File: config.mk
export PLATFORM = sky130hd
export DESIGN_NAME = ucode_context_load
export DESIGN_NICKNAME = d
export VERILOG_FILES = /design/src/common/uop_pkg.sv /design/src/common/isa_pkg.sv /design/src/ucode_context_load.sv /design/src/microcode/ucode_sequencer.sv /design/src/microcode/ucode_rom.sv /design/src/context_cfg_regs.sv
export SDC_FILE = /design/constraint.sdc
export NUM_CORES = 1
export LEC_CHECK = 0
export BUFFER_PORTS_ARGS = -buffer_cell sky130_fd_sc_hd__buf_2
export CAP_MARGIN = 10
export CELL_PAD_IN_SITES_DETAIL_PLACEMENT = 1
export CELL_PAD_IN_SITES_GLOBAL_PLACEMENT = 1
export CORE_ASPECT_RATIO = 0.7
export CORE_MARGIN = 5
export CORE_UTILIZATION = 37
export CTS_CLUSTER_SIZE = 28
export DETAILED_ROUTE_END_ITERATION = 10
export HOLD_SLACK_MARGIN = 0.15
export PLACE_DENSITY_LB_ADDON = 0.1
export SYNTH_ARGS = -nofsm -noshare
export SYNTH_HDL_FRONTEND = slang
export SYNTH_SLANG_ARGS = --single-unit
File: constraint.sdc
create_clock -name clock -period 2.77 [get_ports clock]
set_input_delay 0.1385 -clock clock [delete_from_list [all_inputs] [get_ports clock]]
set_output_delay 0.1385 -clock clock [all_outputs]
set_load 0.02 [all_outputs]
File: src/common/uop_pkg.sv
`default_nettype none

package uop_pkg;

	// Datapath and immediate width
	localparam int DATA_W = 32;

	// Context-load table
	localparam int UCODE_LEN = 43;
	localparam int UCODE_IDX_W = 6;	// Enough for 43 rows
	localparam logic [UCODE_IDX_W-1:0] UCODE_LAST = UCODE_IDX_W'(UCODE_LEN - 1);

	// Fixed rows of the sequence
	localparam logic [UCODE_IDX_W-1:0] ROW_RD_TISR = 6'd0;
	localparam logic [UCODE_IDX_W-1:0] ROW_ADD_BASE = 6'd1;
	localparam logic [UCODE_IDX_W-1:0] ROW_RD_TIDR = 6'd2;
	localparam logic [UCODE_IDX_W-1:0] ROW_MUL_STRIDE = 6'd3;
	localparam logic [UCODE_IDX_W-1:0] ROW_ADD_REG = 6'd4;
	localparam logic [UCODE_IDX_W-1:0] ROW_WR_SPR = 6'd5;
	localparam logic [UCODE_IDX_W-1:0] ROW_POP_SSR_FIRST = 6'd6;
	localparam logic [UCODE_IDX_W-1:0] ROW_POP_SSR_LAST = 6'd8;
	localparam logic [UCODE_IDX_W-1:0] ROW_POP_GPR_FIRST = 6'd9;	// Pops R31 here
	localparam logic [UCODE_IDX_W-1:0] ROW_POP_GPR_LAST = 6'd39;	// Pops R1 here
	localparam logic [UCODE_IDX_W-1:0] ROW_WR_PDTR = 6'd40;
	localparam logic [UCODE_IDX_W-1:0] ROW_WR_SPR_SAVED = 6'd41;
	localparam logic [UCODE_IDX_W-1:0] ROW_BRANCH = 6'd42;

	// Configuration block
	localparam int CFG_ADDR_W = 1;
	localparam logic [CFG_ADDR_W-1:0] CFG_ADDR_BASE = 1'b0;
	localparam logic [CFG_ADDR_W-1:0] CFG_ADDR_STRIDE = 1'b1;

	// 128 byte header plus 140 byte slot area
	localparam logic [DATA_W-1:0] CFG_BASE_RESET = 32'd268;
	// Bytes per saved task frame
	localparam logic [DATA_W-1:0] CFG_STRIDE_RESET = 32'd144;

endpackage

`default_nettype wire

File: src/common/isa_pkg.sv
`default_nettype none

package isa_pkg;

	localparam int LOGICREG_W = 5;	// Register number width
	localparam int EXE_SEL_W = 3;
	localparam int EXE_CMD_W = 5;
	localparam int CC_W = 4;

	// General registers
	localparam logic [LOGICREG_W-1:0] R0 = 5'd0, R1 = 5'd1, R2 = 5'd2, R3 = 5'd3,
		R4 = 5'd4, R5 = 5'd5, R6 = 5'd6, R7 = 5'd7,
		R8 = 5'd8, R9 = 5'd9, R10 = 5'd10, R11 = 5'd11,
		R12 = 5'd12, R13 = 5'd13, R14 = 5'd14, R15 = 5'd15,
		R16 = 5'd16, R17 = 5'd17, R18 = 5'd18, R19 = 5'd19,
		R20 = 5'd20, R21 = 5'd21, R22 = 5'd22, R23 = 5'd23,
		R24 = 5'd24, R25 = 5'd25, R26 = 5'd26, R27 = 5'd27,
		R28 = 5'd28, R29 = 5'd29, R30 = 5'd30, R31 = 5'd31;

	localparam logic [LOGICREG_W-1:0] SYSREG_SPR = 5'h01;	// Stack pointer
	localparam logic [LOGICREG_W-1:0] SYSREG_PDTR = 5'h02;	// Page table base
	localparam logic [LOGICREG_W-1:0] SYSREG_PCR = 5'h05;	// Program counter
	localparam logic [LOGICREG_W-1:0] SYSREG_TISR = 5'h09;	// Task stack info
	localparam logic [LOGICREG_W-1:0] SYSREG_TIDR = 5'h0a;	// Task ID
	localparam logic [LOGICREG_W-1:0] SYSREG_SSR0 = 5'h1d;
	localparam logic [LOGICREG_W-1:0] SYSREG_SSR1 = 5'h1e;
	localparam logic [LOGICREG_W-1:0] SYSREG_SSR2 = 5'h1f;

	// Pop targets for the saved system slots share the sysreg numbering
	localparam logic [LOGICREG_W-1:0] SSR0 = SYSREG_SSR0;
	localparam logic [LOGICREG_W-1:0] SSR1 = SYSREG_SSR1;
	localparam logic [LOGICREG_W-1:0] SSR2 = SYSREG_SSR2;

	localparam logic [EXE_SEL_W-1:0] EXE_SELECT_SYS_REG = 3'd0;
	localparam logic [EXE_SEL_W-1:0] EXE_SELECT_ADDER = 3'd1;
	localparam logic [EXE_SEL_W-1:0] EXE_SELECT_MUL = 3'd2;
	localparam logic [EXE_SEL_W-1:0] EXE_SELECT_SYS_LDST = 3'd3;
	localparam logic [EXE_SEL_W-1:0] EXE_SELECT_LDST = 3'd4;
	localparam logic [EXE_SEL_W-1:0] EXE_SELECT_BRANCH = 3'd5;

	localparam logic [EXE_CMD_W-1:0] EXE_SYS_REG_BUFFER0 = 5'h00;	// Sysreg read into GPR
	localparam logic [EXE_CMD_W-1:0] EXE_ADDER_ADD = 5'h01;
	localparam logic [EXE_CMD_W-1:0] EXE_MULDIV_MULL = 5'h02;	// Low word of product
	localparam logic [EXE_CMD_W-1:0] EXE_SYS_LDST_WRITE_SPR = 5'h03;
	localparam logic [EXE_CMD_W-1:0] EXE_LDSW_POP = 5'h04;
	localparam logic [EXE_CMD_W-1:0] EXE_BRANCH_DJMP = 5'h05;	// Direct jump

	localparam logic [CC_W-1:0] CC_NONE = 4'h0;
	localparam logic [CC_W-1:0] CC_AL = 4'he;	// Always taken

endpackage

`default_nettype wire
File: src/ucode_context_load.sv
`timescale 1ns/1ps
`default_nettype none

module ucode_context_load (
	input wire logic clock,
	input wire logic rst,
	input wire logic start_valid,
	output logic start_ready,
	output logic uop_valid,
	input wire logic uop_ready,
	output logic uop_last,
	output logic [uop_pkg::UCODE_IDX_W-1:0] uop_index,
	output logic uop_commit_wait,
	output logic [isa_pkg::CC_W-1:0] uop_cond,
	output logic [isa_pkg::LOGICREG_W-1:0] uop_src0,
	output logic [uop_pkg::DATA_W-1:0] uop_src1,
	output logic uop_src1_imm,
	output logic uop_src0_active,
	output logic uop_src1_active,
	output logic uop_src0_sysreg,
	output logic uop_src1_sysreg,
	output logic [isa_pkg::LOGICREG_W-1:0] uop_dest,
	output logic uop_wb_en,
	output logic uop_dest_sysreg,
	output logic uop_dest_rename,
	output logic [isa_pkg::EXE_CMD_W-1:0] uop_exe_cmd,
	output logic [isa_pkg::EXE_SEL_W-1:0] uop_exe_sel,
	input wire logic cfg_wr_en,
	input wire logic [uop_pkg::CFG_ADDR_W-1:0] cfg_wr_addr,
	input wire logic [uop_pkg::DATA_W-1:0] cfg_wr_data
);

	logic [uop_pkg::DATA_W-1:0] base_offset;	// Frame base immediate
	logic [uop_pkg::DATA_W-1:0] frame_stride;	// Per-task frame size

	ucode_sequencer u_seq (
		.clock(clock),
		.rst(rst),
		.start_valid(start_valid),
		.start_ready(start_ready),
		.uop_valid(uop_valid),
		.uop_ready(uop_ready),
		.uop_last(uop_last),
		.uop_index(uop_index)
	);

	// Fields follow the index with no register stage
	ucode_rom u_rom (
		.uop_index(uop_index),
		.base_offset(base_offset),
		.frame_stride(frame_stride),
		.uop_commit_wait(uop_commit_wait),
		.uop_cond(uop_cond),
		.uop_src0(uop_src0),
		.uop_src1(uop_src1),
		.uop_src1_imm(uop_src1_imm),
		.uop_src0_active(uop_src0_active),
		.uop_src1_active(uop_src1_active),
		.uop_src0_sysreg(uop_src0_sysreg),
		.uop_src1_sysreg(uop_src1_sysreg),
		.uop_dest(uop_dest),
		.uop_wb_en(uop_wb_en),
		.uop_dest_sysreg(uop_dest_sysreg),
		.uop_dest_rename(uop_dest_rename),
		.uop_exe_cmd(uop_exe_cmd),
		.uop_exe_sel(uop_exe_sel)
	);

	context_cfg_regs u_cfg (
		.clock(clock),
		.rst(rst),
		.cfg_wr_en(cfg_wr_en),
		.cfg_wr_addr(cfg_wr_addr),
		.cfg_wr_data(cfg_wr_data),
		.base_offset(base_offset),
		.frame_stride(frame_stride)
	);

endmodule

`default_nettype wire

File: src/microcode/ucode_sequencer.sv
`timescale 1ns/1ps
`default_nettype none

module ucode_sequencer (
	input wire logic clock,
	input wire logic rst,
	input wire logic start_valid,
	output logic start_ready,
	output logic uop_valid,
	input wire logic uop_ready,
	output logic uop_last,
	output logic [uop_pkg::UCODE_IDX_W-1:0] uop_index
);

	logic busy;	// Load in progress
	logic [uop_pkg::UCODE_IDX_W-1:0] entry_cnt;	// Row being presented
	logic start_xfer;
	logic uop_xfer;
	logic at_last;

	assign start_xfer = start_valid && start_ready;
	assign uop_xfer = uop_valid && uop_ready;
	assign at_last = (entry_cnt == uop_pkg::UCODE_LAST);

	// Idle means ready for the next start
	assign start_ready = !busy;
	assign uop_valid = busy;	// Row is held until taken
	assign uop_last = at_last;	// Counter sits at row 0 while idle
	assign uop_index = entry_cnt;

	always_ff @(posedge clock)
	begin
		if (rst)
		begin
			busy <= 1'b0;
			entry_cnt <= '0;
		end
		else if (start_xfer)
		begin
			busy <= 1'b1;	// Entry 0 shows next cycle
			entry_cnt <= '0;
		end
		else if (uop_xfer)
		begin
			if (at_last)
			begin
				busy <= 1'b0;	// Back to idle after the branch row
				entry_cnt <= '0;
			end
			else
				entry_cnt <= entry_cnt + 1'b1;	// No bubble between rows
		end
	end

endmodule

`default_nettype wire

File: src/microcode/ucode_rom.sv
`timescale 1ns/1ps
`default_nettype none

module ucode_rom (
	input wire logic [uop_pkg::UCODE_IDX_W-1:0] uop_index,
	input wire logic [uop_pkg::DATA_W-1:0] base_offset,
	input wire logic [uop_pkg::DATA_W-1:0] frame_stride,
	output logic uop_commit_wait,
	output logic [isa_pkg::CC_W-1:0] uop_cond,
	output logic [isa_pkg::LOGICREG_W-1:0] uop_src0,
	output logic [uop_pkg::DATA_W-1:0] uop_src1,
	output logic uop_src1_imm,
	output logic uop_src0_active,
	output logic uop_src1_active,
	output logic uop_src0_sysreg,
	output logic uop_src1_sysreg,
	output logic [isa_pkg::LOGICREG_W-1:0] uop_dest,
	output logic uop_wb_en,
	output logic uop_dest_sysreg,
	output logic uop_dest_rename,
	output logic [isa_pkg::EXE_CMD_W-1:0] uop_exe_cmd,
	output logic [isa_pkg::EXE_SEL_W-1:0] uop_exe_sel
);

	// Register number placed in the low bits of the source 1 word
	function automatic logic [uop_pkg::DATA_W-1:0] reg_word(
		input logic [isa_pkg::LOGICREG_W-1:0] r
	);
		reg_word = {{(uop_pkg::DATA_W - isa_pkg::LOGICREG_W){1'b0}}, r};
	endfunction

	logic [isa_pkg::LOGICREG_W-1:0] pop_gpr;	// R31 on first GPR pop, R1 on last

	assign pop_gpr = isa_pkg::R31 - isa_pkg::LOGICREG_W'(uop_index - uop_pkg::ROW_POP_GPR_FIRST);

	always_comb
	begin
		uop_commit_wait = 1'b0;	// All zero unless a row sets it
		uop_cond = isa_pkg::CC_NONE;
		uop_src0 = '0;
		uop_src1 = '0;
		uop_src1_imm = 1'b0;
		uop_src0_active = 1'b0;
		uop_src1_active = 1'b0;
		uop_src0_sysreg = 1'b0;
		uop_src1_sysreg = 1'b0;
		uop_dest = '0;
		uop_wb_en = 1'b0;
		uop_dest_sysreg = 1'b0;
		uop_dest_rename = 1'b0;
		uop_exe_cmd = '0;
		uop_exe_sel = '0;
		case (uop_index) inside
			uop_pkg::ROW_RD_TISR, uop_pkg::ROW_RD_TIDR:
			begin
				uop_commit_wait = 1'b1;	// Sysreg read must wait for commit
				uop_src0 = (uop_index == uop_pkg::ROW_RD_TISR) ? isa_pkg::SYSREG_TISR
					: isa_pkg::SYSREG_TIDR;
				uop_src0_active = 1'b1;
				uop_src0_sysreg = 1'b1;
				uop_dest = (uop_index == uop_pkg::ROW_RD_TISR) ? isa_pkg::R0 : isa_pkg::R1;
				uop_wb_en = 1'b1;
				uop_dest_rename = 1'b1;
				uop_exe_cmd = isa_pkg::EXE_SYS_REG_BUFFER0;
				uop_exe_sel = isa_pkg::EXE_SELECT_SYS_REG;
			end
			uop_pkg::ROW_ADD_BASE, uop_pkg::ROW_ADD_REG:
			begin
				uop_src0 = isa_pkg::R0;
				uop_src1 = (uop_index == uop_pkg::ROW_ADD_BASE) ? base_offset
					: reg_word(isa_pkg::R1);	// Frame offset into R0
				uop_src1_imm = (uop_index == uop_pkg::ROW_ADD_BASE);
				uop_src0_active = 1'b1;
				uop_src1_active = 1'b1;
				uop_dest = isa_pkg::R0;
				uop_wb_en = 1'b1;
				uop_dest_rename = 1'b1;
				uop_exe_cmd = isa_pkg::EXE_ADDER_ADD;
				uop_exe_sel = isa_pkg::EXE_SELECT_ADDER;
			end
			uop_pkg::ROW_MUL_STRIDE:
			begin
				uop_src0 = isa_pkg::R1;	// Task ID times stride
				uop_src1 = frame_stride;
				uop_src1_imm = 1'b1;
				uop_src0_active = 1'b1;
				uop_src1_active = 1'b1;
				uop_dest = isa_pkg::R1;
				uop_wb_en = 1'b1;
				uop_dest_rename = 1'b1;
				uop_exe_cmd = isa_pkg::EXE_MULDIV_MULL;
				uop_exe_sel = isa_pkg::EXE_SELECT_MUL;
			end
			uop_pkg::ROW_WR_SPR, uop_pkg::ROW_WR_SPR_SAVED:
			begin
				uop_src0 = (uop_index == uop_pkg::ROW_WR_SPR) ? isa_pkg::R0
					: isa_pkg::SYSREG_SSR1;
				uop_src0_active = 1'b1;
				uop_src0_sysreg = (uop_index == uop_pkg::ROW_WR_SPR_SAVED);
				uop_dest = isa_pkg::SYSREG_SPR;
				uop_wb_en = 1'b1;
				uop_dest_sysreg = 1'b1;
				// Frame SP not renamed
				uop_dest_rename = (uop_index == uop_pkg::ROW_WR_SPR_SAVED);
				uop_exe_cmd = isa_pkg::EXE_SYS_LDST_WRITE_SPR;
				uop_exe_sel = isa_pkg::EXE_SELECT_SYS_LDST;
			end
			[uop_pkg::ROW_POP_SSR_FIRST:uop_pkg::ROW_POP_GPR_LAST]:
			begin
				uop_src1 = reg_word(isa_pkg::SYSREG_SPR);	// Pop through SP
				uop_src1_active = 1'b1;
				uop_src1_sysreg = 1'b1;
				if (uop_index <= uop_pkg::ROW_POP_SSR_LAST)
				begin
					uop_dest = isa_pkg::SSR0
						+ isa_pkg::LOGICREG_W'(uop_index - uop_pkg::ROW_POP_SSR_FIRST);
					uop_dest_sysreg = 1'b1;
				end
				else
					uop_dest = pop_gpr;
				uop_wb_en = 1'b1;
				uop_dest_rename = 1'b1;
				uop_exe_cmd = isa_pkg::EXE_LDSW_POP;
				uop_exe_sel = isa_pkg::EXE_SELECT_LDST;
			end
			uop_pkg::ROW_WR_PDTR:
			begin
				uop_commit_wait = 1'b1;	// Translation change is serializing
				uop_src0 = isa_pkg::SYSREG_SSR0;
				uop_src0_active = 1'b1;
				uop_src0_sysreg = 1'b1;
				uop_dest = isa_pkg::SYSREG_PDTR;
				uop_wb_en = 1'b1;
				uop_dest_sysreg = 1'b1;
				uop_dest_rename = 1'b1;
				uop_exe_cmd = isa_pkg::EXE_SYS_REG_BUFFER0;
				uop_exe_sel = isa_pkg::EXE_SELECT_SYS_REG;
			end
			uop_pkg::ROW_BRANCH:
			begin
				uop_cond = isa_pkg::CC_AL;	// Jump to saved PC
				uop_src1 = reg_word(isa_pkg::SYSREG_SSR2);
				uop_src1_active = 1'b1;
				uop_src1_sysreg = 1'b1;
				uop_dest = isa_pkg::SYSREG_PCR;
				uop_dest_sysreg = 1'b1;
				uop_dest_rename = 1'b1;
				uop_exe_cmd = isa_pkg::EXE_BRANCH_DJMP;
				uop_exe_sel = isa_pkg::EXE_SELECT_BRANCH;
			end
			default:
				;	// Out of table so every field stays zero
		endcase
	end

endmodule

`default_nettype wire

File: src/context_cfg_regs.sv
`timescale 1ns/1ps
`default_nettype none

module context_cfg_regs (
	input wire logic clock,
	input wire logic rst,
	input wire logic cfg_wr_en,
	input wire logic [uop_pkg::CFG_ADDR_W-1:0] cfg_wr_addr,
	input wire logic [uop_pkg::DATA_W-1:0] cfg_wr_data,
	output logic [uop_pkg::DATA_W-1:0] base_offset,
	output logic [uop_pkg::DATA_W-1:0] frame_stride
);

	logic wr_base;
	logic wr_stride;

	// Address decode
	assign wr_base = cfg_wr_en && (cfg_wr_addr == uop_pkg::CFG_ADDR_BASE);
	assign wr_stride = cfg_wr_en && (cfg_wr_addr == uop_pkg::CFG_ADDR_STRIDE);

	always_ff @(posedge clock)
	begin
		if (rst)
		begin
			base_offset <= uop_pkg::CFG_BASE_RESET;
			frame_stride <= uop_pkg::CFG_STRIDE_RESET;
		end
		else
		begin
			if (wr_base)
				base_offset <= cfg_wr_data;	// Seen by row 1 next cycle
			if (wr_stride)
				frame_stride <= cfg_wr_data;	// Seen by row 3 next cycle
		end
	end

endmodule

`default_nettype wire

==> flow_summary_export.csv, run 1 <==
group,metric,value,unit
final_layout,syn_to_final_growth,30.7,%
routing,drtIter0Drc,196,
worst_setup_path,startpoint_type,"flop",
worst_setup_path,cp_max_fo,12,
routing,via_count,3851,
synthesis,synth_top_cell_area_share,0.372,
synthesis,synth-async-reset-ratio,0,
floorplan,die_w,131,um
synthesis,synth.area.top_cells,"dfxtp_1 37%, nand2_1 15%, a21oi_1 9.4%, nor2_1 2.8%, a22oi_1 2.8%",
synthesis,netlist_area,0.00382,mm2
placed_design,gp_congestion,0.834,
grt,grt_use_total,0.202,
worst_setup_path,cp_cell_sequence,"inv_1 > ha_2 > or2_1 > and2_2 > nor2_4 > buf_4 > a22o_1 > buf_2",
pwr,p_switching,0.630,mW
grt,grt_pass1_wl,20500,um
synthesis,synth_edf_count,0,
placed_design,port-buffer-count,106,
synthesis,syn_avg_cell_area,7.80,um2
worst_setup_path,cp.required,2.63,ns
final_layout,diodes,0,
pwr,p_comb_frac,0.115,
floorplan,die-area,0.0125,mm2
grt,grt_pass1_vias,3929,
synthesis,synthFlopType,"dfxtp_1",
worst_setup_path,regToRegSetupSlack,0.89,ns
cts,cts_tree,"done",
sta,rsz0062_at_grt,"no",
floorplan,die_y,95.0,um
worst_setup_path,cpMaxStageDelayCell,"dfxtp_2",
outcome,status,"finished, final reports clean",
cts,cts_made_buffers,9,
sta,finalCritPeriodShare,0.935,
pwr,p_leak,2.09,nW
sta,tns,0,ns
job,max_cap_violations,0,
sta,clock.fmax,386,MHz
sta,setup_ws,0.180,ns
final_layout,drive_above_1_share,0.275,
sta,drv_slew,0,
pwr,internal_power,1.81,mW
floorplan,io_pins,110,
sta,setup_viol,0,
grt,grt_start_max_net_pins,41,
floorplan,core,0.0102,mm2
placed_design,post-dp-hpwl,8840,um
sta,layout_min_cycle_time,2.59,ns
synthesis,ys.warnings.count,0,
sta,tightest_slew,0.812,ns
synthesis,synth-seq-cells,71,
pwr,clkPwrFrac,0.437,
pwr,power_density,489,mW/mm2
routing,drtPass1Iterations,4,
grt,antenna_found_initial,0,
sta,clock_skew,0.00420,ns
worst_setup_path,worst-setup-path-type,"reg2out",
pwr,ir_worst_vdd,0.384,mV
cts,htreeDepth,3,
routing,vias_per_cell,5.13,
pwr,total_power,2.44,mW
cts,cts.clk_slew.worst_paths,0.06,ns
cts,cts-root-buf,"clkbuf_16",
worst_setup_path,end_kind,"output pin",
worst_setup_path,slowest_delay,0.43,ns
synthesis,postSynthCellCount,490,
routing,routed_wl,12700,um
synthesis,seq_area_frac_synth,0.372,
worst_setup_path,crit_arrival,2.45,ns
pwr,pwr-share-seq,0.447,
floorplan,rows,31,
pwr,switching_share,0.258,
cts,clockBufferDepth,2,
floorplan,start_util,0.374,
sta,finalHoldViolCount,0,
cts,clock-sinks,71,
routing,drc,0,
final_layout,final_net_count,658,
placed_design,dp_slack,0.306,ns
routing,wl_per_cell,16.9,um
synthesis,synth.largest_area_cell,"dfxtp_1",
synthesis,yosysUniqueCellTypes,62,
cts,clkLatencyLatePin,0.33,ns
worst_hold_path,hold_path_class,"in2reg",
grt,grt_overflow,0,
routing,ant_nets,0,
sta,relSlewSlack,0.459,
registers in the layout (all words and copies together) (netlist names):
name / cells
u_cfg.base_offset: 32
u_cfg.frame_stride: 32
u_seq.uop_index: 6
u_seq.uop_valid: 1
synth_stat cells, types with 3 or more instances:
library cell  number
a211oi_1           3
a21oi_1           72
a22o_1            12
a22oi_1           14
and2_1             4
buf_2              5
buf_4             12
buf_6              8
clkbuf_1          21
dfxtp_1           71
ha_1               6
inv_1              5
nand2_1          148
nand2b_1           4
nand3b_1           7
nor2_1            29
nor3_1             6
or2_2              3
xnor2_1            3
xor2_1             5
cells by family after synthesis:
| family | Yosys count | synth area share |
|---|---|---|
| fa+ha+maj | 6 | 0.0197 |
| buf+inv | 51 | 0.0793 |
| xor+xnor | 8 | 0.0183 |
| simple gates | 229 | 0.289 |
| flops | 71 | 0.372 |
| compound gates | 122 | 0.212 |
| other cells | 1 | 0.000982 |
| mux | 2 | 0.00852 |
through the flow:
stage,util,area (um2),cells,hold slack [ns]
3_3_place_gp,0.427,4350,699,0.367
3_5_place_dp,0.427,4350,699,0.371
2_1_floorplan,-,3830,492,0.260
6_report,0.490,4990,751,0.158
5_1_grt,0.490,4990,751,0.174
4_1_cts,0.488,4970,749,0.163
power by group through the flow:
| stage | Clock, mW | Sequential [mW] | Combinational, mW |
|---|---|---|---|
| 2_1_floorplan | 0 | 1.11 | 0.157 |
| 3_3_place_gp | 0 | 1.11 | 0.236 |
| 3_5_place_dp | 0 | 1.11 | 0.243 |
| 4_1_cts | 1.09 | 1.09 | 0.281 |
| 5_1_grt | 1.14 | 1.10 | 0.313 |
| 6_report | 1.07 | 1.09 | 0.282 |
placed cells by master (no fill, tap or decap), types with 2 or more instances in the layout:
| cell | synthesis | final |
|---|---|---|
| buf_2 | 5 | 106 |
| nand2b_1 | 4 | 4 |
| clkinv_2 | 0 | 4 |
| nor2_4 | 2 | 2 |
| conb_1 | 1 | 3 |
| clkbuf_16 | 0 | 9 |
| a21oi_1 | 72 | 72 |
| and2_1 | 4 | 3 |
| nor2_2 | 1 | 2 |
| xnor2_1 | 3 | 3 |
| dfxtp_1 | 71 | 69 |
| nand2_1 | 148 | 148 |
| nand4_1 | 2 | 2 |
| dfxtp_2 | 0 | 2 |
| and2_2 | 1 | 2 |
| a22o_1 | 12 | 12 |
| or2_1 | 2 | 2 |
| inv_1 | 5 | 5 |
| or3b_1 | 2 | 2 |
| nor2b_4 | 2 | 2 |
| o21ai_1 | 2 | 2 |
| or2_2 | 3 | 3 |
| nand4b_1 | 2 | 2 |
| xor2_1 | 5 | 5 |
| a211oi_1 | 3 | 3 |
| o21ai_0 | 2 | 2 |
| a22oi_1 | 14 | 14 |
| ha_1 | 6 | 5 |
| nor2_1 | 29 | 28 |
| buf_4 | 12 | 17 |
| dlygate4sd3_1 | 0 | 34 |
| nand3b_1 | 7 | 7 |
| o21ai_2 | 2 | 2 |
| and3_1 | 2 | 2 |
| nor3_1 | 6 | 6 |
final cells by class:
class / count / area, um2
clock buffer: 10 / 239
clock inverter: 6 / 36.3
fill: 1251 / 5210
inverter: 5 / 18.8
multi-input combinational: 370 / 2110
sequential: 71 / 1420
tap: 132 / 165
timing repair buffer: 157 / 998
worst max-delay path: cells and delay by family (launching register included):
family	cells	cell delay, ns
adder cells (fa/ha/maj)	1	0.26
AND/OR/NAND/NOR	3	0.71
flip-flops	1	0.43
buffers and inverters	3	0.52
AO/OA/AOI/OAI	1	0.18
path summary, 6_finish.rpt:
path	start	end	depth (start not counted)
worst min-delay path	cfg_wr_addr	u_cfg.base_offset[25]$_SDFFE_PP0P_	4
worst max register to register	u_seq.uop_index[4]$_SDFFE_PP0P_	u_seq.uop_index[2]$_SDFFE_PP0P_	6
worst max-delay path	u_seq.uop_index[1]$_SDFFE_PP0P_	uop_src1[5]	8
worst min register to register	u_cfg.base_offset[13]$_SDFFE_PP0P_	u_cfg.base_offset[13]$_SDFFE_PP0P_	2
repair_timing:
action,4_1_cts,5_1_grt
hold buffers,34,0
endpoints found under the setup margin,16,22
pin swaps,0,1
endpoints found under the hold margin,67,0
setup buffers,0,2
gates resized for setup,3,2
cloned,0,0
routing by layer:
layer / routed length, um / vias to the layer above / share of wire / global-route usage
met5: 0 / - / 0 / 0
met4: 169 / 0 / 0.013 / 0.0505
met3: 617 / 12 / 0.048 / 0.0533
met2: 5750 / 102 / 0.45 / 0.329
met1: 6190 / 1848 / 0.49 / 0.271
li1: - / 1889 / - / -
No activity file was read; power rests on OpenSTA's default activity.
==> run 2: changes to the inputs <==
Settings changed: CELL_PAD_IN_SITES_DETAIL_PLACEMENT 1 to unset, CELL_PAD_IN_SITES_GLOBAL_PLACEMENT 1 to unset, CORE_UTILIZATION 37 to 51, PLACE_DENSITY set to 0.79, PLACE_DENSITY_LB_ADDON 0.1 to unset.
==> run 2 against run 1 <==
Final area shrank 1.8%. Worst setup slack lost 0.095 ns. Non-clock buffer count is the same. Critical path type unchanged. Critical endpoint is now uop_dest_sysreg. Highest routed layer unchanged.
==> flow_summary_export.csv, run 2 (same netlist as run 1, synthesis figures left out) <==
group,metric,value,unit
outcome,status,"finished, final reports clean",
final_layout,final_net_count,658,
cts,cts-root-buf,"clkbuf_8",
grt,grt_overflow,0,
worst_setup_path,reg2reg_to,"u_seq.uop_index[3]$_SDFFE_PP0P_",
pwr,p_leak,2.07,nW
worst_setup_path,crit_start,"u_seq.uop_index[3]$_SDFFE_PP0P_",
final_layout,syn_to_final_growth,28.4,%
cts,clockBufferDepth,2,
final_layout,final_common_cell,"nand2_1",
worst_hold_path,hold_path_class,"in2reg",
final_layout,reg.largest.list,"u_cfg.base_offset x32, u_cfg.frame_stride x32, u_seq.uop_index x6",
sta,layout_min_cycle_time,2.68,ns
sta,rsz0062_at_grt,"no",
placed_design,gp_congestion,0.983,
routing,routed_wl,11200,um
pwr,p_comb_frac,0.120,
routing,ant_nets,0,
routing,vias_per_cell,5.52,
worst_setup_path,end_kind,"output pin",
worst_setup_path,cp_max_fo,16,
final_layout,diodes,0,
pwr,p_switching,0.584,mW
final_layout,drive_above_1_share,0.273,
sta,setup_ws,0.0853,ns
sta,tns,0,ns
routing,via_count,3956,
grt,grt_start_max_net_pins,36,
worst_setup_path,r2r_cells,5,
cts,cts.clk_slew.worst_paths,0.08,ns
worst_setup_path,crit_arrival,2.55,ns
final_layout,multi_input_area,0.00211,mm2
grt,grt_pass1_vias,3736,
sta,whs,0.203,ns
placed_design,dp_slack,0.317,ns
sta,clock.fmax,372,MHz
placed_design,placed_cells,666,
pwr,total_power,2.28,mW
worst_setup_path,worst-setup-path-type,"reg2out",
pwr,clkPwrFrac,0.400,
floorplan,rows,26,
floorplan,die_w,113,um
grt,antenna_found_initial,0,
cts,clkLatencyLatePin,0.34,ns
sta,tightest_slew,0.675,ns
final_layout,seq_area,0.00142,mm2
worst_setup_path,startpoint_type,"flop",
routing,wl_per_cell,15.6,um
job,max_cap_violations,0,
cts,cts_tree,"done",
worst_setup_path,regToRegSetupSlack,0.95,ns
sta,setup_viol,0,
floorplan,die_y,82.4,um
pwr,ir_worst_vdd,0.278,mV
grt,grt_pass1_wl,17500,um
sta,relSlewSlack,0.549,
placed_design,post-dp-hpwl,7530,um
routing,drtIter0Drc,330,
routing,drc,0,
pwr,switching_share,0.257,
worst_setup_path,worstReg2RegStart,"u_seq.uop_index[2]$_SDFFE_PP0P_",
worst_setup_path,cp.required,2.63,ns
floorplan,core,0.00729,mm2
sta,finalCritPeriodShare,0.969,
floorplan,die-area,0.00935,mm2
cts,htreeDepth,3,
cts,cts_made_buffers,9,
pwr,power_density,464,mW/mm2
pwr,internal_power,1.69,mW
final_layout,final_cell_mix,"148 x nand2_1, 106 x buf_2, 72 x a21oi_1, 69 x dfxtp_1, 34 x dlygate4sd3_1",
floorplan,io_pins,110,
final_layout,final_cells,717,
grt,grt_use_total,0.233,
pwr,pwr-share-seq,0.480,
cts,clock-sinks,71,
sta,drv_slew,0,
final_layout,n_fill_cell,588,
sta,finalHoldViolCount,0,
floorplan,start_util,0.524,
worst_setup_path,critPathCapture,"uop_dest_sysreg",
sta,clock_skew,0.00311,ns
routing,drtPass1Iterations,5,
placed_design,port-buffer-count,106,
run 2: cell count changes in the layout (fill, tap and decap cells not counted), sizes merged:
cell | before | now
bufinv | 0 | 2
inv | 5 | 7
clkinv | 5 | 2
clkbuf | 10 | 9
run 2: per-stage QoR:
stage,utilization,cell area [um2]
4_1_cts,0.670,4880
3_3_place_gp,0.593,4320
6_report,0.673,4910
2_1_floorplan,-,3830
5_1_grt,0.673,4910
3_5_place_dp,0.593,4320
run 2: worst min path at each step:
stage	from	endpoint	slack, ns	cells past startpoint
after floorplan	cfg_wr_data[4]	u_cfg.frame_stride[4]$_SDFFE_PP1P_	0.26	2
final	cfg_wr_addr	u_cfg.base_offset[25]$_SDFFE_PP0P_	0.20	4
after detailed placement	cfg_wr_data[4]	u_cfg.frame_stride[4]$_SDFFE_PP1P_	0.37	3
after CTS	cfg_wr_addr	u_cfg.base_offset[25]$_SDFFE_PP0P_	0.19	4
after global placement	cfg_wr_data[4]	u_cfg.frame_stride[4]$_SDFFE_PP1P_	0.36	3
after global routing	cfg_wr_addr	u_cfg.base_offset[24]$_SDFFE_PP0P_	0.21	4
run 2: area by class of cell:
cell class / instances / area share
clock buffer: 9 / 0.0252
clock inverter: 7 / 0.0194
inverter: 5 / 0.00383
multi-input combinational: 370 / 0.430
sequential: 71 / 0.290
tap: 98 / 0.0250
timing repair buffer: 157 / 0.206
run 2: repair_timing:
action	CTS	global route
gates resized for setup	1	3
hold buffers	34	0
setup endpoints to repair	18	21
buffers inserted	0	1
hold endpoints to repair	67	0
run 2: worst max-delay path, cell delays in order (launching register included):
cell	delay [ns]
dfxtp_1	0.52
buf_4	0.27
or3b_1	0.41
o22ai_4	0.25
nand3b_1	0.19
a21oi_1	0.08
nor3_1	0.25
buf_2	0.23
run 2: layer usage:
| metal | part of all wire | wire (um) | vias up | GRT usage |
|---|---|---|---|---|
| li1 | - | - | 1891 | - |
| met1 | 0.42 | 4720 | 1817 | 0.298 |
| met2 | 0.46 | 5150 | 220 | 0.392 |
| met3 | 0.096 | 1070 | 28 | 0.0539 |
| met4 | 0.020 | 223 | 0 | 0.0792 |
| met5 | 0 | 0 | - | 0 |
run 2: power groups by stage:
stage | registers [mW] | logic [mW] | clock network, mW
3_5_place_dp | 1.12 | 0.231 | 0
4_1_cts | 1.09 | 0.269 | 0.925
2_1_floorplan | 1.11 | 0.157 | 0
5_1_grt | 1.10 | 0.300 | 0.975
3_3_place_gp | 1.11 | 0.223 | 0
6_report | 1.09 | 0.274 | 0.911
